<file path="config.mk">
export PLATFORM = sky130hd
export DESIGN_NAME = vid_top
export DESIGN_NICKNAME = d
export VERILOG_FILES = /design/src/vid_pkg.sv /design/src/vid_timing_if.sv /design/src/vid_regs.sv /design/src/vid_hcount.sv /design/src/vid_vcount.sv /design/src/vid_display.sv /design/src/vid_lightpen.sv /design/src/vid_top.sv
export SDC_FILE = /design/constraint.sdc
export NUM_CORES = 1
export LEC_CHECK = 0
export BUFFER_PORTS_ARGS = -buffer_cell sky130_fd_sc_hd__clkbuf_2
export CORE_MARGIN = 2
export CORE_UTILIZATION = 50
export DETAILED_ROUTE_END_ITERATION = 7
export HOLD_SLACK_MARGIN = 0.15
export PLACE_DENSITY_LB_ADDON = 0.08
export REMOVE_ABC_BUFFERS = 1
export SETUP_SLACK_MARGIN = 0.4
export SLEW_MARGIN = 30
export SYNTH_ARGS = -nofsm -noshare
export SYNTH_HDL_FRONTEND = slang
export SYNTH_SLANG_ARGS = --single-unit
</file>
<file path="constraint.sdc">
create_clock -name sys_clk -period 2.25 [get_ports sys_clk]
set_input_delay 0.1125 -clock sys_clk [delete_from_list [all_inputs] [get_ports sys_clk]]
set_output_delay 0.1125 -clock sys_clk [all_outputs]
set_load 0.01 [all_outputs]
</file>
<file path="src/vid_pkg.sv">
// Shared widths, register map and mode bits for the video timing generator
// Imported by every RTL block that touches positions or the register bus
package vid_pkg;

	// Counter and bus widths
	localparam int HPOS_W = 11;
	localparam int VPOS_W = 11;
	localparam int DATA_W = 12;
	localparam int ADDR_W = 4;

	typedef logic [HPOS_W-1:0] hpos_t;
	typedef logic [VPOS_W-1:0] vpos_t;
	typedef logic [DATA_W-1:0] rdata_t;
	typedef logic [DATA_W-1:0] wdata_t;
	typedef logic [ADDR_W-1:0] reg_addr_t;

	// Write side register map
	localparam reg_addr_t ADDR_MODE = 4'd0;
	localparam reg_addr_t ADDR_HP   = 4'd1;
	localparam reg_addr_t ADDR_HBB  = 4'd2;
	localparam reg_addr_t ADDR_HBE  = 4'd3;
	localparam reg_addr_t ADDR_HS   = 4'd4;
	localparam reg_addr_t ADDR_HDB  = 4'd5;
	localparam reg_addr_t ADDR_HDE  = 4'd6;
	localparam reg_addr_t ADDR_VP   = 4'd7;
	localparam reg_addr_t ADDR_VBB  = 4'd8;
	localparam reg_addr_t ADDR_VBE  = 4'd9;
	localparam reg_addr_t ADDR_VS   = 4'd10;
	localparam reg_addr_t ADDR_VDB  = 4'd11;
	localparam reg_addr_t ADDR_VDE  = 4'd12;
	// Highest write address in use
	localparam reg_addr_t ADDR_VI   = 4'd13;

	// Read side map
	localparam reg_addr_t RD_HC  = 4'd0;
	localparam reg_addr_t RD_VC  = 4'd1;
	localparam reg_addr_t RD_LPH = 4'd2;
	localparam reg_addr_t RD_LPV = 4'd3;

	// Mode register bits
	localparam int MODE_VID_EN = 0;

endpackage

</file>
<file path="src/vid_timing_if.sv">
// Programmed compare values, from the register file out to the counters
// The register file drives everything, each counter block reads its own subset
interface vid_timing_if;
	import vid_pkg::*;

	logic  vid_en;
	// Horizontal compare values
	hpos_t h_period;
	hpos_t h_blank_begin;
	hpos_t h_blank_end;
	hpos_t h_sync_start;
	hpos_t h_disp_begin;
	hpos_t h_disp_end;
	// Vertical compare values
	vpos_t v_period;
	vpos_t v_blank_begin;
	vpos_t v_blank_end;
	vpos_t v_sync_start;
	vpos_t v_disp_begin;
	vpos_t v_disp_end;
	vpos_t v_int_line;

	modport regs (
		output vid_en, h_period, h_blank_begin, h_blank_end, h_sync_start,
			h_disp_begin, h_disp_end, v_period, v_blank_begin, v_blank_end,
			v_sync_start, v_disp_begin, v_disp_end, v_int_line
	);
	modport hcount (input vid_en, h_period, h_blank_begin, h_blank_end, h_sync_start);
	// Interrupt needs the horizontal display end too
	modport vcount (
		input vid_en, v_period, v_blank_begin, v_blank_end, v_sync_start, v_int_line,
			h_disp_end
	);
	modport display (input vid_en, h_disp_begin, h_disp_end, v_disp_begin, v_disp_end);

endinterface

</file>
<file path="src/vid_regs.sv">
// Mode and timing registers written by single-cycle strobes
// Also muxes counter and light-pen state onto the combinational read bus
module vid_regs (
	input  logic               sys_clk,
	input  logic               resetl,
	input  logic               reg_wr,
	input  vid_pkg::reg_addr_t reg_addr,
	input  vid_pkg::wdata_t    reg_wdata,
	input  vid_pkg::reg_addr_t rd_addr,
	input  vid_pkg::hpos_t     hc,
	input  vid_pkg::vpos_t     vc,
	input  logic               field,
	input  vid_pkg::hpos_t     lp_h,
	input  vid_pkg::vpos_t     lp_v,
	input  logic               lp_event,
	vid_timing_if.regs         cfg,
	output vid_pkg::rdata_t    rd_data
);
	import vid_pkg::*;

	// Register writes, visible the cycle after the strobe
	always_ff @(posedge sys_clk) begin
		if (!resetl) begin
			cfg.vid_en        <= 1'b0;
			cfg.h_period      <= '0;
			cfg.h_blank_begin <= '0;
			cfg.h_blank_end   <= '0;
			cfg.h_sync_start  <= '0;
			cfg.h_disp_begin  <= '0;
			cfg.h_disp_end    <= '0;
			cfg.v_period      <= '0;
			cfg.v_blank_begin <= '0;
			cfg.v_blank_end   <= '0;
			cfg.v_sync_start  <= '0;
			cfg.v_disp_begin  <= '0;
			cfg.v_disp_end    <= '0;
			cfg.v_int_line    <= '0;
		end else if (reg_wr) begin
			case (reg_addr)
				// Only the enable bit of the mode word is implemented
				ADDR_MODE: cfg.vid_en        <= reg_wdata[MODE_VID_EN];
				ADDR_HP:   cfg.h_period      <= hpos_t'(reg_wdata);
				ADDR_HBB:  cfg.h_blank_begin <= hpos_t'(reg_wdata);
				ADDR_HBE:  cfg.h_blank_end   <= hpos_t'(reg_wdata);
				ADDR_HS:   cfg.h_sync_start  <= hpos_t'(reg_wdata);
				ADDR_HDB:  cfg.h_disp_begin  <= hpos_t'(reg_wdata);
				ADDR_HDE:  cfg.h_disp_end    <= hpos_t'(reg_wdata);
				ADDR_VP:   cfg.v_period      <= vpos_t'(reg_wdata);
				ADDR_VBB:  cfg.v_blank_begin <= vpos_t'(reg_wdata);
				ADDR_VBE:  cfg.v_blank_end   <= vpos_t'(reg_wdata);
				ADDR_VS:   cfg.v_sync_start  <= vpos_t'(reg_wdata);
				ADDR_VDB:  cfg.v_disp_begin  <= vpos_t'(reg_wdata);
				ADDR_VDE:  cfg.v_disp_end    <= vpos_t'(reg_wdata);
				ADDR_VI:   cfg.v_int_line    <= vpos_t'(reg_wdata);
				default: ;
			endcase
		end
	end

	// Readback, zero-extended to the bus width
	always_comb begin
		case (rd_addr)
			RD_HC:   rd_data = rdata_t'(hc);
			// Field bit rides in the top bit
			RD_VC:   rd_data = {field, vc};
			// Event flag rides in the top bit
			RD_LPH:  rd_data = {lp_event, lp_h};
			RD_LPV:  rd_data = rdata_t'(lp_v);
			default: rd_data = '0;
		endcase
	end

	// Bus master must stay inside the implemented write map
	a_wr_addr_valid: assert property (
		@(posedge sys_clk) disable iff (!resetl)
		reg_wr |-> (reg_addr <= ADDR_VI)
	);

endmodule

</file>
<file path="src/vid_hcount.sv">
// Horizontal pixel counter with end-of-line detect
// Keeps the horizontal blank and sync flags from the programmed compares
module vid_hcount (
	input  logic           sys_clk,
	input  logic           resetl,
	vid_timing_if.hcount   cfg,
	output vid_pkg::hpos_t hc,
	output logic           line_end,
	output logic           hblank,
	output logic           hsync
);
	import vid_pkg::*;

	logic hbb_eq;
	logic hbe_eq;
	logic hs_eq;

	// Last pixel of the line, only counts while enabled
	assign line_end = (hc == cfg.h_period) & cfg.vid_en;

	assign hbb_eq = (hc == cfg.h_blank_begin);
	assign hbe_eq = (hc == cfg.h_blank_end);
	assign hs_eq  = (hc == cfg.h_sync_start);

	// Pixel counter
	always_ff @(posedge sys_clk) begin
		if (!resetl || !cfg.vid_en) begin
			hc <= '0;
		end else if (line_end) begin
			// Line is h_period+1 clocks long
			hc <= '0;
		end else begin
			hc <= hc + hpos_t'(1);
		end
	end

	// Set/clear flags, one edge behind their compares
	always_ff @(posedge sys_clk) begin
		if (!resetl || !cfg.vid_en) begin
			hblank <= 1'b0;
			hsync  <= 1'b0;
		end else begin
			// While clear look for set, while set look for clear
			if (hblank) begin
				hblank <= ~hbe_eq;
			end else begin
				hblank <= hbb_eq;
			end
			// Sync ends with the line
			if (hsync) begin
				hsync <= ~line_end;
			end else begin
				hsync <= hs_eq;
			end
		end
	end

	// Disable drops both flags by the next cycle
	a_flags_off: assert property (
		@(posedge sys_clk) disable iff (!resetl)
		!cfg.vid_en |=> (!hblank && !hsync)
	);

endmodule

</file>
<file path="src/vid_vcount.sv">
// Vertical line counter with field bit and end-of-field detect
// Keeps vertical blank and sync flags and raises the one-cycle vertical interrupt
module vid_vcount (
	input  logic           sys_clk,
	input  logic           resetl,
	input  logic           line_end,
	input  vid_pkg::hpos_t hc,
	vid_timing_if.vcount   cfg,
	output vid_pkg::vpos_t vc,
	output logic           field,
	output logic           field_end,
	output logic           vblank,
	output logic           vsync,
	output logic           vint
);
	import vid_pkg::*;

	logic vbb_eq;
	logic vbe_eq;
	logic vs_eq;
	logic vint_hit;

	// Last pixel of the last line
	assign field_end = line_end & (vc == cfg.v_period);

	assign vbb_eq = (vc == cfg.v_blank_begin);
	assign vbe_eq = (vc == cfg.v_blank_end);
	assign vs_eq  = (vc == cfg.v_sync_start);

	// Interrupt position, line and pixel together
	assign vint_hit = (vc == cfg.v_int_line) & (hc == cfg.h_disp_end);

	// Line counter and field toggle
	always_ff @(posedge sys_clk) begin
		if (!resetl || !cfg.vid_en) begin
			vc    <= '0;
			field <= 1'b0;
		end else if (field_end) begin
			vc    <= '0;
			field <= ~field;
		end else if (line_end) begin
			vc <= vc + vpos_t'(1);
		end
	end

	// Vertical flags and interrupt pulse
	always_ff @(posedge sys_clk) begin
		if (!resetl || !cfg.vid_en) begin
			vblank <= 1'b0;
			vsync  <= 1'b0;
			vint   <= 1'b0;
		end else begin
			// Blank compares act on any cycle of the line
			if (vblank) begin
				vblank <= ~vbe_eq;
			end else begin
				vblank <= vbb_eq;
			end
			// Sync runs until the field wraps
			if (vsync) begin
				vsync <= ~field_end;
			end else begin
				vsync <= vs_eq;
			end
			vint <= vint_hit;
		end
	end

	// One pixel match per line, so the pulse never stretches
	a_vint_pulse: assert property (
		@(posedge sys_clk) disable iff (!resetl)
		vint |=> !vint
	);

endmodule

</file>
<file path="src/vid_display.sv">
// Display window, line-start strobe and display-active level
// Swaps the ping-pong line buffers at the start of every displayed line
module vid_display (
	input  logic           sys_clk,
	input  logic           resetl,
	input  vid_pkg::hpos_t hc,
	input  vid_pkg::vpos_t vc,
	vid_timing_if.display  cfg,
	output logic           line_start,
	output logic           disp_active,
	output logic           lba_active,
	output logic           lbb_active,
	output logic           lbuf_sel
);
	import vid_pkg::*;

	logic vwin;
	logic hde_eq;

	assign hde_eq = (hc == cfg.h_disp_end);

	always_ff @(posedge sys_clk) begin
		if (!resetl || !cfg.vid_en) begin
			vwin        <= 1'b0;
			line_start  <= 1'b0;
			disp_active <= 1'b0;
			lbuf_sel    <= 1'b0;
		end else begin
			// Vertical window between begin and end lines
			if (vwin) begin
				vwin <= (vc != cfg.v_disp_end);
			end else begin
				vwin <= (vc == cfg.v_disp_begin);
			end
			// Strobe at the first displayed pixel
			line_start <= vwin & (hc == cfg.h_disp_begin);
			// Active from the strobe to the end pixel
			if (disp_active) begin
				disp_active <= ~hde_eq;
			end else begin
				disp_active <= line_start;
			end
			// Next line goes to the other buffer
			lbuf_sel <= lbuf_sel ^ line_start;
		end
	end

	assign lba_active = disp_active & lbuf_sel;
	assign lbb_active = disp_active & ~lbuf_sel;

	a_lbuf_excl: assert property (
		@(posedge sys_clk) disable iff (!resetl)
		!(lba_active && lbb_active)
	);

endmodule

</file>
<file path="src/vid_lightpen.sv">
// Light-pen input synchroniser and beam position latch
// Event flag marks a hit in the current field and clears at field end
module vid_lightpen #(
	parameter int LP_SYNC_STAGES = 2
) (
	input  logic           sys_clk,
	input  logic           resetl,
	input  logic           lp,
	input  logic           field_end,
	input  vid_pkg::hpos_t hc,
	input  vid_pkg::vpos_t vc,
	output vid_pkg::hpos_t lp_h,
	output vid_pkg::vpos_t lp_v,
	output logic           lp_event
);
	import vid_pkg::*;

	logic [LP_SYNC_STAGES-1:0] lp_sync;
	logic                      lp_prev;
	logic                      lp_rise;

	// Rising edge seen at the last synchroniser stage
	assign lp_rise = lp_sync[LP_SYNC_STAGES-1] & ~lp_prev;

	always_ff @(posedge sys_clk) begin
		if (!resetl) begin
			lp_sync  <= '0;
			lp_prev  <= 1'b0;
			lp_h     <= '0;
			lp_v     <= '0;
			lp_event <= 1'b0;
		end else begin
			lp_sync <= {lp_sync[LP_SYNC_STAGES-2:0], lp};
			lp_prev <= lp_sync[LP_SYNC_STAGES-1];
			// Beam position at the hit
			if (lp_rise) begin
				lp_h <= hc;
				lp_v <= vc;
			end
			// Hit wins while clear, field end wins while set
			if (lp_event) begin
				lp_event <= ~field_end;
			end else begin
				lp_event <= lp_rise;
			end
		end
	end

endmodule

</file>
<file path="src/vid_top.sv">
// Video timing generator top level with plain ports
// Register bus in, blank, sync, interrupt and display strobes out
module vid_top #(
	parameter int LP_SYNC_STAGES = 2
) (
	input  logic               sys_clk,
	input  logic               resetl,
	input  logic               reg_wr,
	input  vid_pkg::reg_addr_t reg_addr,
	input  vid_pkg::wdata_t    reg_wdata,
	input  vid_pkg::reg_addr_t rd_addr,
	input  logic               lp,
	output vid_pkg::rdata_t    rd_data,
	output logic               hblank,
	output logic               vblank,
	output logic               blank,
	output logic               hsync,
	output logic               vsync,
	output logic               vint,
	output logic               line_start,
	output logic               disp_active,
	output logic               lba_active,
	output logic               lbb_active
);
	import vid_pkg::*;

	hpos_t hc;
	vpos_t vc;
	logic  line_end;
	logic  field;
	logic  field_end;
	hpos_t lp_h;
	vpos_t lp_v;
	logic  lp_event;

	// Programmed compare values
	vid_timing_if u_cfg ();

	vid_regs u_regs (
		.sys_clk(sys_clk), .resetl(resetl),
		.reg_wr(reg_wr), .reg_addr(reg_addr), .reg_wdata(reg_wdata),
		.rd_addr(rd_addr), .hc(hc), .vc(vc), .field(field),
		.lp_h(lp_h), .lp_v(lp_v), .lp_event(lp_event),
		.cfg(u_cfg.regs), .rd_data(rd_data)
	);

	vid_hcount u_hcount (
		.sys_clk(sys_clk), .resetl(resetl), .cfg(u_cfg.hcount),
		.hc(hc), .line_end(line_end), .hblank(hblank), .hsync(hsync)
	);

	vid_vcount u_vcount (
		.sys_clk(sys_clk), .resetl(resetl), .line_end(line_end), .hc(hc),
		.cfg(u_cfg.vcount), .vc(vc), .field(field), .field_end(field_end),
		.vblank(vblank), .vsync(vsync), .vint(vint)
	);

	// Buffer select itself stays internal
	vid_display u_display (
		.sys_clk(sys_clk), .resetl(resetl), .hc(hc), .vc(vc),
		.cfg(u_cfg.display), .line_start(line_start), .disp_active(disp_active),
		.lba_active(lba_active), .lbb_active(lbb_active), .lbuf_sel()
	);

	vid_lightpen #(
		.LP_SYNC_STAGES(LP_SYNC_STAGES)
	) u_lightpen (
		.sys_clk(sys_clk), .resetl(resetl), .lp(lp), .field_end(field_end),
		.hc(hc), .vc(vc), .lp_h(lp_h), .lp_v(lp_v), .lp_event(lp_event)
	);

	// Combined blank
	assign blank = hblank | vblank;

endmodule

</file>
Word level (Yosys, flattened, before mapping)
Index checks and enable logic that the tools add are counted.
{"block": "classes", "muxes": 8, "n_eq_ne": 29, "n_bitwise": 17, "reduce_logical": 21, "addsub": 2}
{"op": "== test 11 bit", "count": 12}
{"op": "case mux 12 bit (4 select lines)", "count": 1}
{"op": "AND reduction 2 bit", "count": 14}
{"op": "== test 4 bit, second input constant", "count": 6}
{"op": "adder 11 x 1 -> 11 bit, second input constant", "count": 2}
{"op": "== test 4 x 2 -> 1 bit, second input constant", "count": 4}
{"op": "== test 4 x 3 -> 1 bit, second input constant", "count": 4}
{"op": "inequality test 11 bit", "count": 1}
{"op": "== test 4 x 1 -> 1 bit, second input constant", "count": 2}
{"op": "zero test 4 bit", "count": 2}
{"op": "inverter 1 bit", "count": 8}
{"op": "bitwise AND 1 bit", "count": 7}
{"op": "2-to-1 mux 1 bit", "count": 7}
{"op": "OR reduction 2 bit", "count": 2}
{"op": "zero test 1 bit", "count": 2}
{"op": "logical OR 1 bit", "count": 1}
{"op": "bitwise OR 1 bit", "count": 1}
{"op": "XOR 1 bit", "count": 1}
{"block": "word_totals", "in_bits": 24, "reg_bits": 202, "output_inout_bits": 22, "elab_cells": 108}

Depth between registers and ports, before layout
Gate-level depths: netlist of run 1.
{"block": "depth", "depth_word": 5, "depth_mapped": 8, "mapped_depth_nobuf": 6}

By module
From an unflattened synthesis of run 1, not the netlist that was laid out.
{"block": "hier_totals", "hier_cells": 1009, "hier_area_um2": 9803.2}
{"mod": "vid_regs", "cells_each": 535, "n_inst": 1, "area_per_inst_um2": 5577.8, "seq_area_each_um2": 2882.8}
{"mod": "vid_vcount", "cells_each": 166, "n_inst": 1, "area_per_inst_um2": 1380.1, "seq_area_each_um2": 300.3}
{"mod": "vid_hcount", "cells_each": 126, "n_inst": 1, "area_per_inst_um2": 1189.9, "seq_area_each_um2": 260.2}
{"mod": "vid_lightpen", "cells_each": 107, "n_inst": 1, "area_per_inst_um2": 1037.2, "seq_area_each_um2": 520.5}
{"mod": "vid_display", "cells_each": 74, "n_inst": 1, "area_per_inst_um2": 611.8, "seq_area_each_um2": 80.1}
{"mod": "vid_top", "cells_each": 1, "n_inst": 1, "area_per_inst_um2": 6.3, "seq_area_each_um2": 0.0}

Least setup slack after synthesis of run 1
No wires, ideal clock.
{"block": "synth_timing", "path_kind": "flip-flop to flip-flop", "from": "register u_hcount.hc[1]", "to": "register u_vcount.vc[8]", "required_time_ns": 2.112, "stages_incl_launch_ff": 9, "slack_ns": 0.453, "period_less_slack_ns": 1.797, "arrival_time_ns": 1.659, "setup_ns": 0.138, "n_path_buf": 3, "path_cell_list": "dfxtp_1 > buf_2 > xnor2_1 > nand4_1 > or3_1 > buf_2 > clkbuf_1 > a32oi_1 > o41ai_2"}
{"block": "synth_between", "elab_chain_len": 4}
{"element": "from (decl)", "line_no": "vid_hcount.sv:7", "rtl": "output vid_pkg::hpos_t hc,"}
{"element": "from (signal assigned)", "line_no": "vid_hcount.sv:33", "rtl": "hc <= hc + hpos_t'(1);"}
{"element": "== test 11 bit (*)", "line_no": "vid_hcount.sv:19", "rtl": "assign line_end = (hc == cfg.h_period) & cfg.vid_en;"}
{"element": "bitwise AND 1 bit (*)", "line_no": "vid_hcount.sv:19"}
{"element": "bitwise AND 1 bit", "line_no": "vid_vcount.sv:24", "rtl": "assign field_end = line_end & (vc == cfg.v_period);"}
{"element": "OR reduction 2 bit (no line)"}
{"element": "to (signal assigned)", "line_no": "vid_vcount.sv:42", "rtl": "vc <= vc + vpos_t'(1);"}
{"element": "to (decl)", "line_no": "vid_vcount.sv:9", "rtl": "output vid_pkg::vpos_t vc,"}
Mark *: on every way between the ends. The rest lies on a longest branch, timed or not.
A chain may end at the register's enable or synchronous reset.

Worst setup path after layout of run 1
{"block": "layout_timing", "from": "register u_vcount.vc[0]", "to": "output rd_data[0]"}
{"block": "layout_between", "elab_chain_len": 1}
{"element": "case mux 12 bit (4 select lines)", "line_no": "vid_regs.sv:62", "rtl": "case (rd_addr)"}
{"element": "to (decl)", "line_no": "vid_top.sv:13", "rtl": "output vid_pkg::rdata_t rd_data,"}
No other way between the ends.

==> results_dict.tcl, run 1 <==
set metrics [dict create \
    status "finished clean" \
    dieArea_sq_mm 0.0207 \
    finalHoldViolations 0 \
    synth_compound_area_share_pct 7.82 \
    synth_area_leaders "dfxtp_1, mux2i_1, nor2b_1, xor2_1, xnor2_1" \
    place.gp.congestion 0.801 \
    clock-root-buffer "clkbuf_16" \
    rr_worst_depth 5 \
    netlist_area_sq_mm 0.00978 \
    switching_share_pct 21.8 \
    mostFrequentLayoutCells "dfxtp_1, nor2b_1, mux2i_1" \
    antenna_left 0 \
    cap_violations 0 \
    criticalPathCategory "flop to output pin" \
    synth-main-ff-cell "dfxtp_1" \
    synth_edf_count 0 \
    crit_path_top_delay_cell "dfxtp_4" \
    antenna_found_initial 0 \
    setup_slack_ns 0.468 \
    place_ws_ns 0.427 \
    diodes 0 \
    placed_cells 1288 \
    syn_area_per_cell_sq_um 9.59 \
    switchingPower_w 0.00177 \
    route.vias.total 7111 \
    crit_chain "buf_6, a22o_1, a221o_1, clkbuf_2" \
    max_stage_delay_ns 0.38 \
    cp.buffers_inverters 2 \
    cts_buffer_depth 3 \
    clock_skew_ns 0.0171 \
    tns_ns 0 \
    dieHeight_um 144 \
    arrival_ns 1.67 \
    leakagePower_nw 4.74 \
    min_period_ns 1.78 \
    crit_fanout 7 \
    synthSimpleGateAreaFrac_pct 19.3 \
    grt_pass1_wl_mm 39.8 \
    yosys_warnings 0 \
    crit_family "compound AO/OA/AOI/OAI gates" \
    synth_top_area_cell "dfxtp_1" \
    dp_hpwl_mm 15.4 \
    dr.pass1.iters 4 \
    synth_xor_area_share_pct 13.7 \
    critPathCaptureType "output pin" \
    cts_buffers 24 \
    fin_cells 1337 \
    p_comb_share_pct 4.9 \
    setup_violations 0 \
    synthMuxAreaShare_pct 13.5 \
    netlist_instances 1020 \
    path_clk_slew_ns 0.06 \
    synthAdderAreaFrac_pct 0.256 \
    overflow 0 \
    portBuffers 44 \
    ys_seq_area_share_pct 41.4 \
    whs_ns 0.158 \
    p_per_area_mw_per_mm2 720 \
    grt_max_degree 154 \
    r2r_setup_slack_ns 0.52 \
    grtUsageTotal_pct 25.2 \
    rows 51 \
    route.detailed.drc 0 \
    worst_slew_pin_slew_ns 0.586 \
    clockPowerShare_pct 50.3 \
    drt_wl_total_mm 25.8 \
    wl_per_cell_um 19.3 \
    start_util_pct 50.6 \
    post-route-period-util_pct 79.2 \
    yosysTopAreaCellShare_pct 41.4 \
    layout_commonest_cell "dfxtp_1" \
    die_x_um 144 \
    holdPathStages 3 \
    pin_count 46 \
    holdCritPathClass "input port to flop" \
    required_ns 2.14 \
    maxSlewViolCount 0 \
    clock_latency_ns 0.51 \
    nets 1080 \
    slew_headroom_pct 60.9 \
    post_drt_via_cell_ratio 5.32 \
    peakVddDrop_mv 0.484 \
    cp.depth 4 \
    final_layout_size_suffix_gt1_share_pct 14.0 \
    cts_max_level 1 \
    clkSinkCount 202 \
    rsz0062_at_grt "false" \
    power.internal_w 0.00635 \
    synth.distinct_cells 39 \
    area_growth_pct 15.3 \
    cts_tree "yes" \
    ys_ff_latch 202 \
    coreArea_sq_mm 0.0193 \
    first_global_vias 6801 \
    p_total_w 0.00812 \
    seq_power_share_pct 44.8 \
    fmax_mhz 561 \
    dr.first_iter.drc_count 456 \
    cp-start-kind "flop" \
    synth_top_family_by_area "simple AND/OR/NAND/NOR gates" \
    synth-async-reset-ratio_pct 0 \
]
power groups by stage:
stage,logic [W],clock network (W),registers (W)
floorplan,0.000192,0,0.00371
global placement,0.000390,0,0.00372
CTS,0.000397,0.00416,0.00364
detailed placement,0.000391,0,0.00372
finish,0.000397,0.00408,0.00364
global route,0.000427,0.00430,0.00364
tightest hold or removal path: cells and delay by family:
| family | cells | cell delay (ns) |
|---|---|---|
| buf+inv | 1 | 0.31 |
| simple gates | 1 | 0.13 |
| compound gates | 1 | 0.07 |
cell families (layout without fill, tap and decap cells):
group	count (synthesis)	count (layout)
AOI/OAI and AO/OA	90	90
xor gates and xnor gates	153	153
adders and majority gates	2	2
buffers and inverters	92	144
DFF	202	202
muxes	132	132
and+or+nand+nor	349	349
area by class of cell:
type | instances | area [sq um]
Timing Repair Buffer | 97 | 658
Fill cell | 1757 | 8060
Sequential cell | 202 | 4050
Clock buffer | 40 | 782
Multi-Input combinational cell | 726 | 5370
Inverter | 3 | 11.3
Clock inverter | 4 | 70.1
Tap cell | 265 | 332
repair_timing:
| item | in CTS | in global routing |
|---|---|---|
| setup buffers | 0 | 1 |
| hold endpoints to repair | 19 | 0 |
| resized for setup | 3 | 8 |
| hold buffers | 4 | 0 |
| setup endpoints to repair | 2 | 26 |
synthesized netlist by cell type (all sizes together), types with 2 or more instances:
library cell / n
a21boi: 34
a21oi: 5
a221o: 11
a22o: 12
a32oi: 9
and2: 5
and3: 14
and4: 2
buf: 33
clkbuf: 56
dfxtp: 202
ha: 2
inv: 3
mux2i: 132
nand2: 87
nand2b: 4
nand3: 20
nand4: 22
nor2: 26
nor2b: 136
nor3: 5
nor4: 20
nor4b: 2
o21ai: 5
o31ai: 3
o41ai: 8
or2: 2
or3: 2
xnor2: 72
xor2: 81
layer usage:
layer	routed length (um)	part of all wire, %	GRT usage (%)	vias up
met5	0	0	0	-
met4	397	1.5	5.42	0
met3	1090	4.2	3.23	29
met2	11500	45	39.7	137
met1	12800	50	36.9	3412
li1	-	-	-	3533
metrics by stage:
step | util, % | area (sq um)
3_5_place_dp | 53.5 | 10300
6_report | 58.3 | 11300
2_1_floorplan | - | 9400
4_1_cts | 58.1 | 11200
3_3_place_gp | 53.5 | 10300
5_1_grt | 58.3 | 11300
path summary, 6_finish.rpt:
path                                                       start                                    end
worst max-delay path                 u_vcount.vc[0]$_SDFFE_PP0P_                             rd_data[0]
worst min register to register  u_lightpen.lp_sync[0]$_SDFF_PN0_       u_lightpen.lp_sync[1]$_SDFF_PN0_
worst min-delay path                                reg_wdata[6]  u_regs.cfg.v_disp_end[6]$_SDFFE_PN0P_
worst max register to register         u_hcount.hc[8]$_SDFF_PP0_               u_vcount.vint$_SDFF_PP0_
(Power assumes the default switching activity.)
==> inputs of run 2 (changes only) <==
Settings changed: ABC_AREA set to 1.
Clock period 2.25 ns to 1.9 ns, I/O delays scaled along.
==> results_dict.tcl, run 2 <==
set metrics [dict create \
    cap_violations 0 \
    post-route-period-util_pct 86.7 \
    synth_most_common_cell "nor2_1" \
    final.fill_count 1758 \
    dr.pass1.iters 6 \
    slew_headroom_pct 53.9 \
    cp-start-kind "flop" \
    place_ws_ns 0.147 \
    worst_slew_pin_slew_ns 0.692 \
    whs_ns 0.157 \
    setup_slack_ns 0.252 \
    arrival_ns 1.55 \
    netlist_area_sq_mm 0.00995 \
    grt_max_degree 171 \
    clock-root-buffer "clkbuf_16" \
    required_ns 1.80 \
    finalHoldViolations 0 \
    antenna_left 0 \
    yosys_warnings 0 \
    route.detailed.drc 0 \
    fmax_mhz 607 \
    area_growth_pct 21.8 \
    clock_skew_ns 0.0135 \
    ys_seq_area_share_pct 40.7 \
    leakagePower_nw 5.19 \
    min_period_ns 1.65 \
    peakVddDrop_mv 0.618 \
    first_global_vias 8391 \
    finish.instance_area_sq_mm 0.0121 \
    antenna_found_initial 0 \
    die_x_um 145 \
    route.vias.total 9324 \
    dpl_cell_area_sq_mm 0.0103 \
    clkSinkCount 202 \
    netlist_instances 1389 \
    grtUsageTotal_pct 28.8 \
    path_clk_slew_ns 0.06 \
    place.gp.congestion 0.887 \
    drt_wl_total_mm 31.4 \
    clock_latency_ns 0.52 \
    rsz0062_at_grt "true" \
    status "finished clean" \
    synth.distinct_cells 42 \
    overflow 0 \
    cts_buffers 24 \
    final_layout_size_suffix_gt1_share_pct 21.9 \
    holdCritPathClass "input port to flop" \
    setup_violations 0 \
    synth-async-reset-ratio_pct 0 \
    synth_edf_count 0 \
    rows 51 \
    post_drt_via_cell_ratio 5.36 \
    utilization_pct 62.3 \
    multi_input_area_sq_mm 0.00514 \
    nets 1486 \
    cts_max_level 1 \
    cts_buffer_depth 3 \
    netlist_top_cells_count "nor2_1, dfxtp_1, nand2_1" \
    dp_hpwl_mm 19.0 \
    criticalPathCategory "flop to output pin" \
    dieArea_sq_mm 0.0210 \
    portBuffers 44 \
    grt_pass1_wl_mm 47.4 \
    p_per_area_mw_per_mm2 803 \
    yosysTopAreaCellShare_pct 40.7 \
    critPathCaptureType "output pin" \
    regArea_sq_mm 0.00412 \
    dieHeight_um 145 \
    cts_tree "yes" \
    start_util_pct 51.1 \
    synth_area_leaders "dfxtp_1, nor2_1, o21ai_0, nand2_1, inv_1" \
    layout_commonest_cell "nor2_1" \
    synth-main-ff-cell "dfxtp_1" \
    mostFrequentLayoutCells "nor2_1, dfxtp_1, o21ai_0" \
    pin_count 46 \
    ys_ff_latch 202 \
    diodes 0 \
    coreArea_sq_mm 0.0195 \
    syn_area_per_cell_sq_um 7.16 \
    synth_top_area_cell "dfxtp_1" \
    crit_fanout 2 \
    wl_per_cell_um 18.0 \
    dr.first_iter.drc_count 874 \
    maxSlewViolCount 0 \
]
run 2: changes by cell type in the layout (fill, tap and decap cells not counted), sizes merged, moves of 37 or more:
cell / before / now
nand2: 87 / 195
buf: 50 / 90
nor2b: 136 / 0
mux2i: 132 / 0
a21oi: 5 / 84
inv: 3 / 152
xor2: 81 / 44
nor2: 26 / 263
o21ai: 5 / 176
run 2: layout make-up:
cell class | count | share of cell area [%]
clock inverter | 3 | 0.382
multi-input combinational | 946 | 42.5
clock buffer | 39 | 6.34
sequential | 202 | 34.0
inverter | 158 | 5.55
timing repair buffer | 128 | 8.54
tap | 265 | 2.74
run 2: stage by stage:
| step | instances | setup TNS [ns] | power (W) |
|---|---|---|---|
| final | 1741 | 0 | 0.00973 |
| after floorplan | 1305 | -0.657 | 0.00482 |
| after global routing | 1741 | 0 | 0.0100 |
| after CTS | 1722 | 0 | 0.00976 |
| after global placement | 1651 | 0 | 0.00507 |
| after detailed placement | 1651 | 0 | 0.00508 |
run 2: power by group:
part | leakage, nW | switching (W) | internal, W
registers | 1.66 | 0.0000568 | 0.00431
logic | 3.13 | 0.000454 | 0.000222
clock network | 0.403 | 0.00181 | 0.00288
total | 5.19 | 0.00232 | 0.00741
run 2: worst paths after layout:
path	startpoint	endpoint	slack (ns)	cells after the start
setup / recovery	u_hcount.hc[8]$_SDFF_PP0_	rd_data[8]	0.25	6
hold / removal	reg_wdata[2]	u_regs.cfg.h_disp_begin[2]$_SDFFE_PN0P_	0.16	3
setup reg to reg	u_hcount.hc[8]$_SDFF_PP0_	u_vcount.vc[1]$_SDFFE_PP0P_	0.37	11
hold reg to reg	u_lightpen.lp_sync[0]$_SDFF_PN0_	u_lightpen.lp_sync[1]$_SDFF_PN0_	0.43	2
run 2: repair_timing:
action,CTS,global route
endpoints found under the hold margin,6,0
pin swaps,8,33
buffers inserted,24,16
setup endpoints to repair,42,79
gates resized for setup,83,105
cloned,0,3
hold buffers,5,0
run 2: kinds of logic after synthesis:
group	Yosys count	share of synthesized area, %
compound gates	299	15.9
simple gates	561	24.8
xor+xnor	83	7.50
buf+inv	242	10.9
fa+ha+maj	2	0.252
flops	202	40.7
run 2: routing by layer:
| metal | global-route usage [%] | wire length, um | vias up |
|---|---|---|---|
| li1 | - | - | 4611 |
| met1 | 41.8 | 14400 | 4296 |
| met2 | 44.3 | 13700 | 362 |
| met3 | 4.25 | 2410 | 55 |
| met4 | 8.47 | 775 | 0 |
| met5 | 0 | 0 | - |
run 2: critical path, cell delays in order, from the launching register on:
cell        delay, ns
dfxtp_4          0.36
buf_12           0.10
clkinvlp_4       0.11
o22ai_1          0.16
inv_1            0.08
o221ai_2         0.06
buf_2            0.17
